File: src/rtl/qspi_pkg.sv
package qspi_pkg;

    localparam int NIBBLE_W = 4;

    // first nibble after chip select settles
    typedef enum logic [NIBBLE_W-1:0] {
        OP_IDLE        = 4'd0,
        OP_CREATE_VERT = 4'd1,
        OP_CREATE_TRI  = 4'd2
    } opcode_e;

    // last nibble of every reply
    typedef enum logic [NIBBLE_W-1:0] {
        ST_OK             = 4'd0,
        ST_INVALID_OPCODE = 4'd1,
        ST_OUT_OF_MEMORY  = 4'd2,
        ST_INVALID_COUNT  = 4'd3
    } status_e;

    localparam int COUNT_W = 12;            // 3 nibbles
    typedef logic [COUNT_W-1:0] count_t;

    // x, y, z as 32 bit words, then three 4 bit attributes
    localparam int VTX_W = 108;
    typedef logic [VTX_W-1:0] vertex_t;

    // three 12 bit vertex indices
    localparam int TRI_W = 36;
    typedef logic [TRI_W-1:0] triangle_t;

    localparam int BUF_ID_W = 8;
    typedef logic [BUF_ID_W-1:0] buf_id_t;  // wraps at 256

endpackage

File: src/rtl/nibble_shifter.sv
`timescale 1ns/1ps

module nibble_shifter #(
    parameter type payload_t = qspi_pkg::count_t
) (
    input  logic                          sck,
    input  logic                          rst,
    input  logic                          shift_en,
    input  logic [qspi_pkg::NIBBLE_W-1:0] nibble,
    output payload_t                      data,
    output logic                          last
);
    import qspi_pkg::*;

    localparam int W     = $bits(payload_t);
    localparam int N     = W / NIBBLE_W;
    localparam int CNT_W = $clog2(N + 1);

    logic [W-1:0]     shreg;
    logic [CNT_W-1:0] nib_cnt;

    // high while the final nibble of a word is on the bus
    assign last = shift_en && (nib_cnt == CNT_W'(N - 1));
    assign data = payload_t'(shreg);

    always_ff @(posedge sck or posedge rst) begin
        if (rst) begin
            nib_cnt <= '0;
        end else if (last) begin
            nib_cnt <= '0;
        end else if (shift_en) begin
            nib_cnt <= nib_cnt + 1'b1;
        end
    end

    always_ff @(posedge sck) begin
        if (shift_en) begin
            shreg <= {shreg[W-NIBBLE_W-1:0], nibble};  // msb first
        end
    end

    a_whole_nibbles: assert property (@(posedge sck) (W % NIBBLE_W) == 0)
        else $error("payload width %0d is not a whole number of nibbles", W);

endmodule

File: src/rtl/buffer_allocator.sv
`timescale 1ns/1ps

module buffer_allocator #(
    parameter int  CAPACITY = 8192,
    localparam int ADDR_W   = $clog2(CAPACITY + 1)
) (
    input  logic              sck,
    input  logic              rst,
    input  logic              request,
    input  qspi_pkg::count_t  count,
    output qspi_pkg::buf_id_t next_id,
    output logic [ADDR_W-1:0] next_base,
    output logic              fits
);
    import qspi_pkg::*;

    // one spare bit so the end address cannot wrap
    localparam int SUM_W = (ADDR_W > COUNT_W ? ADDR_W : COUNT_W) + 1;

    logic [SUM_W-1:0] end_addr;

    assign end_addr = SUM_W'(next_base) + SUM_W'(count);
    assign fits     = end_addr <= SUM_W'(CAPACITY);

    always_ff @(posedge sck or posedge rst) begin
        if (rst) begin
            next_id   <= '0;
            next_base <= '0;
        end else if (request && fits) begin
            next_id   <= next_id + 1'b1;
            next_base <= ADDR_W'(end_addr);
        end
    end

    // pool fills up to the last entry and no further
    a_base_in_pool: assert property (@(posedge sck) disable iff (rst)
        next_base <= ADDR_W'(CAPACITY));

endmodule

File: src/rtl/reply_serializer.sv
`timescale 1ns/1ps

module reply_serializer (
    input  logic                          sck,
    input  logic                          rst,
    input  logic                          start,
    input  logic                          with_id,
    input  qspi_pkg::buf_id_t             id,
    input  qspi_pkg::status_e             status,
    output logic [qspi_pkg::NIBBLE_W-1:0] spi_out,
    output logic                          spi_oe,
    output logic                          busy
);
    import qspi_pkg::*;

    logic [1:0] left;       // nibbles still to drive, current one included
    buf_id_t    id_r;
    status_e    status_r;

    always_ff @(posedge sck or posedge rst) begin
        if (rst) begin
            left <= '0;
        end else if (start) begin
            left <= with_id ? 2'd3 : 2'd1;
        end else if (left != '0) begin
            left <= left - 1'b1;
        end
    end

    always_ff @(posedge sck) begin
        if (start) begin
            id_r     <= id;
            status_r <= status;
        end
    end

    always_comb begin
        case (left)
            2'd3:    spi_out = id_r[BUF_ID_W-1:NIBBLE_W];  // upper id nibble first
            2'd2:    spi_out = id_r[NIBBLE_W-1:0];
            2'd1:    spi_out = status_r;
            default: spi_out = '0;
        endcase
    end

    assign spi_oe = left != '0;
    assign busy   = spi_oe;

    // the command FSM must hold off until the previous reply is out
    a_no_overlap: assert property (@(posedge sck) disable iff (rst) start |-> !busy);

endmodule

File: src/rtl/geometry_cmd_fsm.sv
`timescale 1ns/1ps

module geometry_cmd_fsm #(
    parameter int  SETTLE_CYCLES = 8,
    parameter int  MAX_VERT      = 8192,
    parameter int  MAX_TRI       = 8192,
    localparam int VADDR_W       = $clog2(MAX_VERT + 1),
    localparam int TADDR_W       = $clog2(MAX_TRI + 1),
    localparam int BASE_W        = VADDR_W > TADDR_W ? VADDR_W : TADDR_W
) (
    input  logic                          sck,
    input  logic                          rst,
    input  logic                          cs_n,
    input  logic [qspi_pkg::NIBBLE_W-1:0] spi_in,
    input  logic                          count_last,
    input  logic                          elem_last,
    input  qspi_pkg::count_t              count,
    input  logic                          vert_fits,
    input  logic                          tri_fits,
    input  qspi_pkg::buf_id_t             vert_next_id,
    input  qspi_pkg::buf_id_t             tri_next_id,
    input  logic [VADDR_W-1:0]            vert_next_base,
    input  logic [TADDR_W-1:0]            tri_next_base,
    input  logic                          reply_busy,
    output logic                          count_shift,
    output logic                          vert_shift,
    output logic                          tri_shift,
    output logic                          vert_request,
    output logic                          tri_request,
    output logic                          reply_start,
    output logic                          reply_with_id,
    output qspi_pkg::buf_id_t             reply_id,
    output qspi_pkg::status_e             reply_status,
    output logic                          vert_hdr_valid,
    output logic                          tri_hdr_valid,
    output logic                          vert_valid,
    output logic                          tri_valid,
    output qspi_pkg::buf_id_t             hdr_id,
    output logic [BASE_W-1:0]             hdr_base,
    output qspi_pkg::count_t              hdr_count
);
    import qspi_pkg::*;

    localparam int SETTLE_W = $clog2(SETTLE_CYCLES + 1);

    typedef enum logic [1:0] {
        S_OPCODE,
        S_COUNT,
        S_CHECK,    // one edge to look at the full count
        S_PAYLOAD
    } state_e;

    state_e              state;
    logic [SETTLE_W-1:0] settle_cnt;
    logic                settled;
    logic                sample;
    logic                bad_op;
    logic                check;
    logic                is_tri;
    logic                oom;        // payload drained but not stored
    logic                fits;
    logic                elem_done;
    logic                final_elem;
    count_t              elem_cnt;
    buf_id_t             next_id;
    logic [BASE_W-1:0]   next_base;

    // cs_n low for SETTLE_CYCLES edges before the first sample
    always_ff @(posedge sck or posedge rst) begin
        if (rst) begin
            settle_cnt <= '0;
            settled    <= 1'b0;
        end else if (cs_n) begin
            settle_cnt <= '0;
            settled    <= 1'b0;
        end else if (!settled) begin
            if (settle_cnt == SETTLE_W'(SETTLE_CYCLES - 1)) begin
                settled <= 1'b1;
            end else begin
                settle_cnt <= settle_cnt + 1'b1;
            end
        end
    end

    assign sample     = !cs_n && settled && !reply_busy;  // host bus is ours
    assign bad_op     = !(spi_in inside {OP_IDLE, OP_CREATE_VERT, OP_CREATE_TRI});
    assign check      = (state == S_CHECK) && !cs_n;
    assign fits       = is_tri ? tri_fits : vert_fits;
    assign next_id    = is_tri ? tri_next_id : vert_next_id;
    assign next_base  = is_tri ? BASE_W'(tri_next_base) : BASE_W'(vert_next_base);
    assign elem_done  = sample && (state == S_PAYLOAD) && elem_last;
    assign final_elem = elem_cnt == hdr_count - 1'b1;

    assign count_shift = sample && (state == S_COUNT);
    assign vert_shift  = sample && (state == S_PAYLOAD) && !is_tri;
    assign tri_shift   = sample && (state == S_PAYLOAD) && is_tri;

    assign vert_request = check && !is_tri && (count != '0) && fits;
    assign tri_request  = check && is_tri && (count != '0) && fits;

    always_comb begin
        reply_start   = 1'b0;
        reply_with_id = 1'b1;
        reply_id      = hdr_id;
        reply_status  = oom ? ST_OUT_OF_MEMORY : ST_OK;
        case (state)
            S_OPCODE: begin
                reply_start   = sample && bad_op;
                reply_with_id = 1'b0;
                reply_status  = ST_INVALID_OPCODE;
            end
            S_CHECK: begin
                reply_start  = check && (count == '0);
                reply_id     = next_id;    // nothing allocated
                reply_status = ST_INVALID_COUNT;
            end
            S_PAYLOAD: reply_start = elem_done && final_elem;
            default:   reply_start = 1'b0;
        endcase
    end

    always_ff @(posedge sck or posedge rst) begin
        if (rst) begin
            state          <= S_OPCODE;
            is_tri         <= 1'b0;
            oom            <= 1'b0;
            elem_cnt       <= '0;
            vert_hdr_valid <= 1'b0;
            tri_hdr_valid  <= 1'b0;
            vert_valid     <= 1'b0;
            tri_valid      <= 1'b0;
        end else begin
            vert_hdr_valid <= vert_request;
            tri_hdr_valid  <= tri_request;
            vert_valid     <= elem_done && !is_tri && !oom;
            tri_valid      <= elem_done && is_tri && !oom;
            if (cs_n) begin
                state <= S_OPCODE;
            end else begin
                case (state)
                    S_OPCODE: begin
                        if (sample && (spi_in == OP_CREATE_VERT || spi_in == OP_CREATE_TRI)) begin
                            is_tri <= spi_in == OP_CREATE_TRI;
                            state  <= S_COUNT;
                        end
                    end
                    S_COUNT: begin
                        if (count_shift && count_last) begin
                            state <= S_CHECK;
                        end
                    end
                    S_CHECK: begin
                        oom      <= !fits;
                        elem_cnt <= '0;
                        state    <= (count == '0) ? S_OPCODE : S_PAYLOAD;
                    end
                    S_PAYLOAD: begin
                        if (elem_done && final_elem) begin
                            state <= S_OPCODE;
                        end else if (elem_done) begin
                            elem_cnt <= elem_cnt + 1'b1;
                        end
                    end
                    default: state <= S_OPCODE;
                endcase
            end
        end
    end

    // header fields, held for the whole payload
    always_ff @(posedge sck) begin
        if (check) begin
            hdr_id    <= next_id;
            hdr_base  <= next_base;
            hdr_count <= count;
        end
    end

    a_one_elem_strobe: assert property (@(posedge sck) disable iff (rst)
        !(vert_valid && tri_valid));

    a_quiet_during_reply: assert property (@(posedge sck) disable iff (rst)
        reply_busy |-> !(count_shift || vert_shift || tri_shift));

endmodule

File: src/rtl/qspi_geometry_loader.sv
`timescale 1ns/1ps

module qspi_geometry_loader #(
    parameter int  MAX_VERT      = 8192,
    parameter int  MAX_TRI       = 8192,
    parameter int  SETTLE_CYCLES = 8,
    localparam int VADDR_W       = $clog2(MAX_VERT + 1),
    localparam int TADDR_W       = $clog2(MAX_TRI + 1),
    localparam int BASE_W        = VADDR_W > TADDR_W ? VADDR_W : TADDR_W
) (
    input  logic                          sck,
    input  logic                          rst,
    input  logic                          cs_n,
    input  logic [qspi_pkg::NIBBLE_W-1:0] spi_in,
    output logic [qspi_pkg::NIBBLE_W-1:0] spi_out,
    output logic                          spi_oe,
    output logic                          vert_hdr_valid,
    output logic                          tri_hdr_valid,
    output logic                          vert_valid,
    output logic                          tri_valid,
    output qspi_pkg::vertex_t             vert_data,
    output qspi_pkg::triangle_t           tri_data,
    output qspi_pkg::buf_id_t             buf_id,
    output logic [BASE_W-1:0]             buf_base,
    output qspi_pkg::count_t              buf_count
);
    import qspi_pkg::*;

    logic               count_shift;
    logic               vert_shift;
    logic               tri_shift;
    logic               count_last;
    logic               vert_last;
    logic               tri_last;
    logic               elem_last;
    count_t             count;
    logic               vert_request;
    logic               tri_request;
    logic               vert_fits;
    logic               tri_fits;
    buf_id_t            vert_next_id;
    buf_id_t            tri_next_id;
    logic [VADDR_W-1:0] vert_next_base;
    logic [TADDR_W-1:0] tri_next_base;
    logic               reply_start;
    logic               reply_with_id;
    buf_id_t            reply_id;
    status_e            reply_status;
    logic               reply_busy;

    assign elem_last = vert_shift ? vert_last : tri_last;  // only one shifter runs

    geometry_cmd_fsm #(
        .SETTLE_CYCLES (SETTLE_CYCLES),
        .MAX_VERT      (MAX_VERT),
        .MAX_TRI       (MAX_TRI)
    ) i_fsm (
        .sck            (sck),
        .rst            (rst),
        .cs_n           (cs_n),
        .spi_in         (spi_in),
        .count_last     (count_last),
        .elem_last      (elem_last),
        .count          (count),
        .vert_fits      (vert_fits),
        .tri_fits       (tri_fits),
        .vert_next_id   (vert_next_id),
        .tri_next_id    (tri_next_id),
        .vert_next_base (vert_next_base),
        .tri_next_base  (tri_next_base),
        .reply_busy     (reply_busy),
        .count_shift    (count_shift),
        .vert_shift     (vert_shift),
        .tri_shift      (tri_shift),
        .vert_request   (vert_request),
        .tri_request    (tri_request),
        .reply_start    (reply_start),
        .reply_with_id  (reply_with_id),
        .reply_id       (reply_id),
        .reply_status   (reply_status),
        .vert_hdr_valid (vert_hdr_valid),
        .tri_hdr_valid  (tri_hdr_valid),
        .vert_valid     (vert_valid),
        .tri_valid      (tri_valid),
        .hdr_id         (buf_id),
        .hdr_base       (buf_base),
        .hdr_count      (buf_count)
    );

    nibble_shifter #(.payload_t(count_t)) i_count_shifter (
        .sck      (sck),
        .rst      (rst),
        .shift_en (count_shift),
        .nibble   (spi_in),
        .data     (count),
        .last     (count_last)
    );

    nibble_shifter #(.payload_t(vertex_t)) i_vert_shifter (
        .sck      (sck),
        .rst      (rst),
        .shift_en (vert_shift),
        .nibble   (spi_in),
        .data     (vert_data),
        .last     (vert_last)
    );

    nibble_shifter #(.payload_t(triangle_t)) i_tri_shifter (
        .sck      (sck),
        .rst      (rst),
        .shift_en (tri_shift),
        .nibble   (spi_in),
        .data     (tri_data),
        .last     (tri_last)
    );

    buffer_allocator #(.CAPACITY(MAX_VERT)) i_vert_alloc (
        .sck       (sck),
        .rst       (rst),
        .request   (vert_request),
        .count     (count),
        .next_id   (vert_next_id),
        .next_base (vert_next_base),
        .fits      (vert_fits)
    );

    buffer_allocator #(.CAPACITY(MAX_TRI)) i_tri_alloc (
        .sck       (sck),
        .rst       (rst),
        .request   (tri_request),
        .count     (count),
        .next_id   (tri_next_id),
        .next_base (tri_next_base),
        .fits      (tri_fits)
    );

    reply_serializer i_reply (
        .sck     (sck),
        .rst     (rst),
        .start   (reply_start),
        .with_id (reply_with_id),
        .id      (reply_id),
        .status  (reply_status),
        .spi_out (spi_out),
        .spi_oe  (spi_oe),
        .busy    (reply_busy)
    );

endmodule

File: config.mk
export PLATFORM = sky130hd
export DESIGN_NAME = qspi_geometry_loader
export DESIGN_NICKNAME = d
export VERILOG_FILES = /design/src/rtl/qspi_pkg.sv /design/src/rtl/nibble_shifter.sv /design/src/rtl/buffer_allocator.sv /design/src/rtl/reply_serializer.sv /design/src/rtl/geometry_cmd_fsm.sv /design/src/rtl/qspi_geometry_loader.sv
export SDC_FILE = /design/constraint.sdc
export NUM_CORES = 1
export LEC_CHECK = 0
export BUFFER_PORTS_ARGS = -buffer_cell sky130_fd_sc_hd__clkbuf_2
export CAP_MARGIN = 20
export CORE_ASPECT_RATIO = 2
export CORE_MARGIN = 2
export CORE_UTILIZATION = 35
export DETAILED_ROUTE_END_ITERATION = 10
export GPL_ROUTABILITY_DRIVEN = 0
export GPL_TIMING_DRIVEN = 0
export PLACE_DENSITY = 0.6
export RECOVER_POWER = 25
export REMOVE_ABC_BUFFERS = 1
export SYNTH_ARGS = -nofsm -noshare
export SYNTH_HDL_FRONTEND = slang
export SYNTH_HIERARCHICAL = 1
export SYNTH_SLANG_ARGS = --single-unit
File: constraint.sdc
create_clock -name sck -period 10.98 [get_ports sck]
set_input_delay 2.196 -clock sck [delete_from_list [all_inputs] [get_ports sck]]
set_output_delay 2.196 -clock sck [all_outputs]
set_load 0.05 [all_outputs]
==> metrics.md <==
| Metric | Value |
|---|---|
| Outcome | `completed` |
| IO Port Bufs | `193` |
| R2r startpoint | `i_reply/left[0]$_DFFE_PP0P_` |
| Hold path depth | `0` |
| Vias/cell | `5.15` |
| Clk sinks | `284` |
| Net Sw Frac | `22.4%` |
| Seq cells post-synth | `284` |
| Worst Reg-to-Reg Cells | `18` |
| First-pass GRT wire length | `47.3 mm` |
| Hold buffer count at cts | `0` |
| IO Count | `194` |
| LEAKAGE | `0.00623 uW` |
| Starting Density | `35.4%` |
| Hold Slack | `0.447 ns` |
| Worst path cell trace | `clkbuf_2 > nor2_1 > nand2_1 > nor2_4 > nand4_2 > nor2_4 > mux2_4 > nor2b_1 > and4_1 > o2111ai_1 > nor4_2 > nand3_1 > o31ai_2 > buf_4` |
| Internal power | `1790 uW` |
| Post-route ant nets | `0` |
| Post-DP HPWL | `23.3 mm` |
| PostCTS Resize Cnt | `0` |
| Rel. slew slack | `29.1%` |
| R2R Setup Slk | `5.73 ns` |
| Final Hold Violating Endpoints | `0` |
| Number of global-route vias before repair | `8437` |
| NumNets Final | `1154` |
| Ant diodes | `0` |
| CTS H-tree depth | `1` |
| Synth-to-Final Area Change | `20.0%` |
| Final setup fails | `0` |
| CP top delay family | `simple AND/OR/NAND/NOR gates` |
| CP arrival | `6.02 ns` |
| Synth warn | `6` |
| WL/cell | `19.5 um` |
| Ys flop type | `edfxtp_1` |
| Initial DRC Count | `360` |
| HP Class | `reg -> reg` |
| Pin count of the biggest net entering global routing | `38` |
| Non-Filler Instances | `1578` |
| Tightest Pin Transition | `1.06 ns` |
| Max clock buf depth | `3` |
| WP buf/inv | `2` |
| Most frequent CP cell | `nor2_4` |
| Setup CP Type | `in -> reg` |
| Top fanout value on the critical path | `19` |
| Sequential share of the synthesized area | `64.3%` |
| Die Ht | `273 um` |
| Core area | `35700 um2` |
| Fin Clk Skew | `0.0149 ns` |
| Post-synth design cell area | `12600 um2` |
| Required @ worst endpoint | `11.23 ns` |
| Post-route setup slack | `5.21 ns` |
| RR Endpoint | `i_reply/id_r[6]$_DFFE_PP_` |
| Pwr Total | `2300 uW` |
| Filler instances | `3338` |
| CP max stage delay | `0.51 ns` |
| Pwr per Cell Area | `152 nW/um2` |
| Total gr overflow | `0` |
| Critical Path Slowest Stage Cell | `and4_1` |
| Share of layout cells above drive strength 1 | `29.3%` |
| VDD IR max | `0.000139 V` |
| Mean Syn Cell Area | `14.0 um2` |
| Power share of the clock group | `43.5%` |
| Drt pass-1 iters | `5` |
| CTS tree | `yes` |
| Cells after synthesis | `904` |
| Dpl ws | `4.69 ns` |
| Post-Place Cells | `1526` |
| Final wirelength | `30.8 mm` |
| P_sw | `514 uW` |
| # rows | `98` |
| Hold Path End | `i_vert_shifter/data[9]$_DFFE_PP_` |
| Clock root cell | `clkbuf_16` |
| Max Slew Vio Count | `0` |
| CP Launch Type | `input port` |
| Number of max-cap violations | `0` |
| # DRC | `0` |
| Total number of vias | `8120` |
| Area of the die | `37700 um2` |
| Worst-skew pair later-pin latency | `0.54 ns` |
| Num CTS Buffers | `27` |
| Post-CTS Repair Setup Buffers | `0` |
| Part of the power in combinational logic | `6.2%` |
| Post-synth EDFFs | `202` |
| Period Utilization, post-route | `52.5%` |
| Crit end category | `flip-flop` |
| GRT Resource Usage Total | `15.9%` |
| RSZ-0062 raised after global routing | `false` |
| Hold Path Origin | `i_vert_shifter/data[5]$_DFFE_PP_` |
| Clk slew on worst S/H paths | `0.07 ns` |
| Sequential power share | `50.3%` |
| Die width | `138 um` |
| Initial antenna violation count | `0` |
| Post-synthesis async set-or-reset flop share | `28.9%` |
| Synth cell types | `80` |
| Fmax | `173 MHz` |
| Clock period minus final worst setup slack | `5.77 ns` |
[stage by stage]
step	instance area, um2	setup TNS, ns	utilization, %
after global placement	14000	-54.39	39.2
final	15200	0	42.5
after global routing	15200	0	42.5
after CTS	15100	0	42.4
after detailed placement	14200	0	39.7
after floorplan	12500	0	-
[cell usage after synthesis (17+ instances only)]
cell | n | area share (%)
a21oi_1 | 33 | 1.3
inv_1 | 39 | 1.2
xnor2_1 | 33 | 2.3
nor2_1 | 47 | 1.4
nand2b_1 | 20 | 0.99
xor2_1 | 19 | 1.3
nand3_1 | 17 | 0.67
dfrtp_1 | 82 | 16
o21ai_0 | 20 | 0.79
nand2_1 | 50 | 1.5
and3_1 | 17 | 0.84
ha_1 | 37 | 3.7
mux2i_1 | 17 | 1.3
edfxtp_1 | 202 | 48
mux2_2 | 40 | 3.6
[how the worst max path moves through the flow]
stage                     from                          end  slack, ns  cells past startpoint
final                     cs_n    i_reply/id_r[6]$_DFFE_PP_       5.21                     14
after detailed placement  cs_n    i_reply/id_r[3]$_DFFE_PP_       4.69                     14
after global routing      cs_n    i_reply/id_r[0]$_DFFE_PP_       4.90                     14
after floorplan           cs_n    i_reply/id_r[0]$_DFFE_PP_       0.76                     12
after CTS                 cs_n    i_reply/id_r[3]$_DFFE_PP_       5.26                     14
after global placement    cs_n  i_reply/left[1]$_DFFE_PP0P_      -2.36                     15
[cell type report]
cell class                      instances  area [um2]  area share, %
Clock buffer                           31         691           4.56
Clock inverter                         18         253           1.67
Tap cell                              450         563           3.71
Timing Repair Buffer                  205        1160           7.63
Sequential cell                       284        8120           53.5
Multi-Input combinational cell        551        4230           27.9
Inverter                               39         146          0.966
[routing by layer]
| metal | vias to the layer above | track usage [%] | wire length [um] |
|---|---|---|---|
| li1 | 3795 | - | - |
| met1 | 3980 | 14.8 | 10300 |
| met2 | 250 | 31.7 | 17300 |
| met3 | 95 | 2.79 | 1350 |
| met4 | 0 | 9.64 | 1870 |
| met5 | - | 0 | 0 |
[sequential cells by signal, summed over array words and instances, names as in the netlist, 8 cells and up]
signal and flops:
i_vert_shifter/data 108, i_reply/id_r 8, i_tri_shifter/data 36, i_tri_alloc/next_base 14, i_vert_alloc/next_id 8, i_fsm/hdr_base 14
i_fsm/hdr_id 8, i_count_shifter/data 12, i_fsm/elem_cnt 12, i_tri_alloc/next_id 8, i_fsm/hdr_count 12, i_vert_alloc/next_base 14
[logic make-up after synthesis]
| family | share of synthesized area (%) |
|---|---|
| muxes | 5.74 |
| buffers and inverters | 2.45 |
| and+or+nand+nor | 10.5 |
| AOI/OAI and AO/OA | 9.40 |
| DFF | 64.3 |
| other | 0.0297 |
| xor gates and xnor gates | 3.61 |
| adders and majority gates | 3.98 |
[placed cells by master, fill, tap and decap left out, types with 5 or more instances in the layout]
master and count:
a21oi_1 33, bufinv_16 6, mux2i_1 17, mux2_4 7
nor3b_1 5, nand2b_1 20, mux2_1 7, o211ai_1 10
a31oi_1 7, clkbuf_16 27, a21o_1 15, inv_1 38
xor2_1 19, o22ai_1 5, buf_12 5, o2111ai_1 7
a21boi_0 5, o21ai_0 20, nor3_1 13, nor2_1 46
and2_1 8, o21ai_1 7, xnor2_1 33, ha_1 37
nor2b_1 8, edfxtp_1 202, nand2_1 50, mux2_2 33
or2_2 5, a22o_2 6, dfrtp_1 82, clkbuf_1 6
clkbuf_2 192, nand4_1 11, and3_1 16, nand3_1 17
[power by group through the flow]
stage | combinational [uW] | clock [uW] | sequential (uW)
5_1_grt | 157 | 1070 | 1160
2_1_floorplan | 108 | 0 | 1180
3_5_place_dp | 142 | 0 | 1180
3_3_place_gp | 138 | 0 | 1180
4_1_cts | 142 | 1040 | 1160
6_report | 143 | 1000 | 1160
[worst register-to-register path, cell delays in order (launching register included)]
cell,delay (ns)
dfrtp_1,0.43
inv_1,0.10
ha_1,0.32
inv_1,0.17
nor2b_1,0.26
nand2_1,0.12
nor2_1,0.14
nand2_1,0.11
nor2_4,0.50
nand4_2,0.21
nor2_4,0.20
mux2_4,0.17
nor2b_1,0.18
and4_1,0.51
o2111ai_1,0.24
nor4_2,0.25
nand3_1,0.43
o31ai_2,0.32
buf_4,0.30
(Power assumes the default switching activity.)
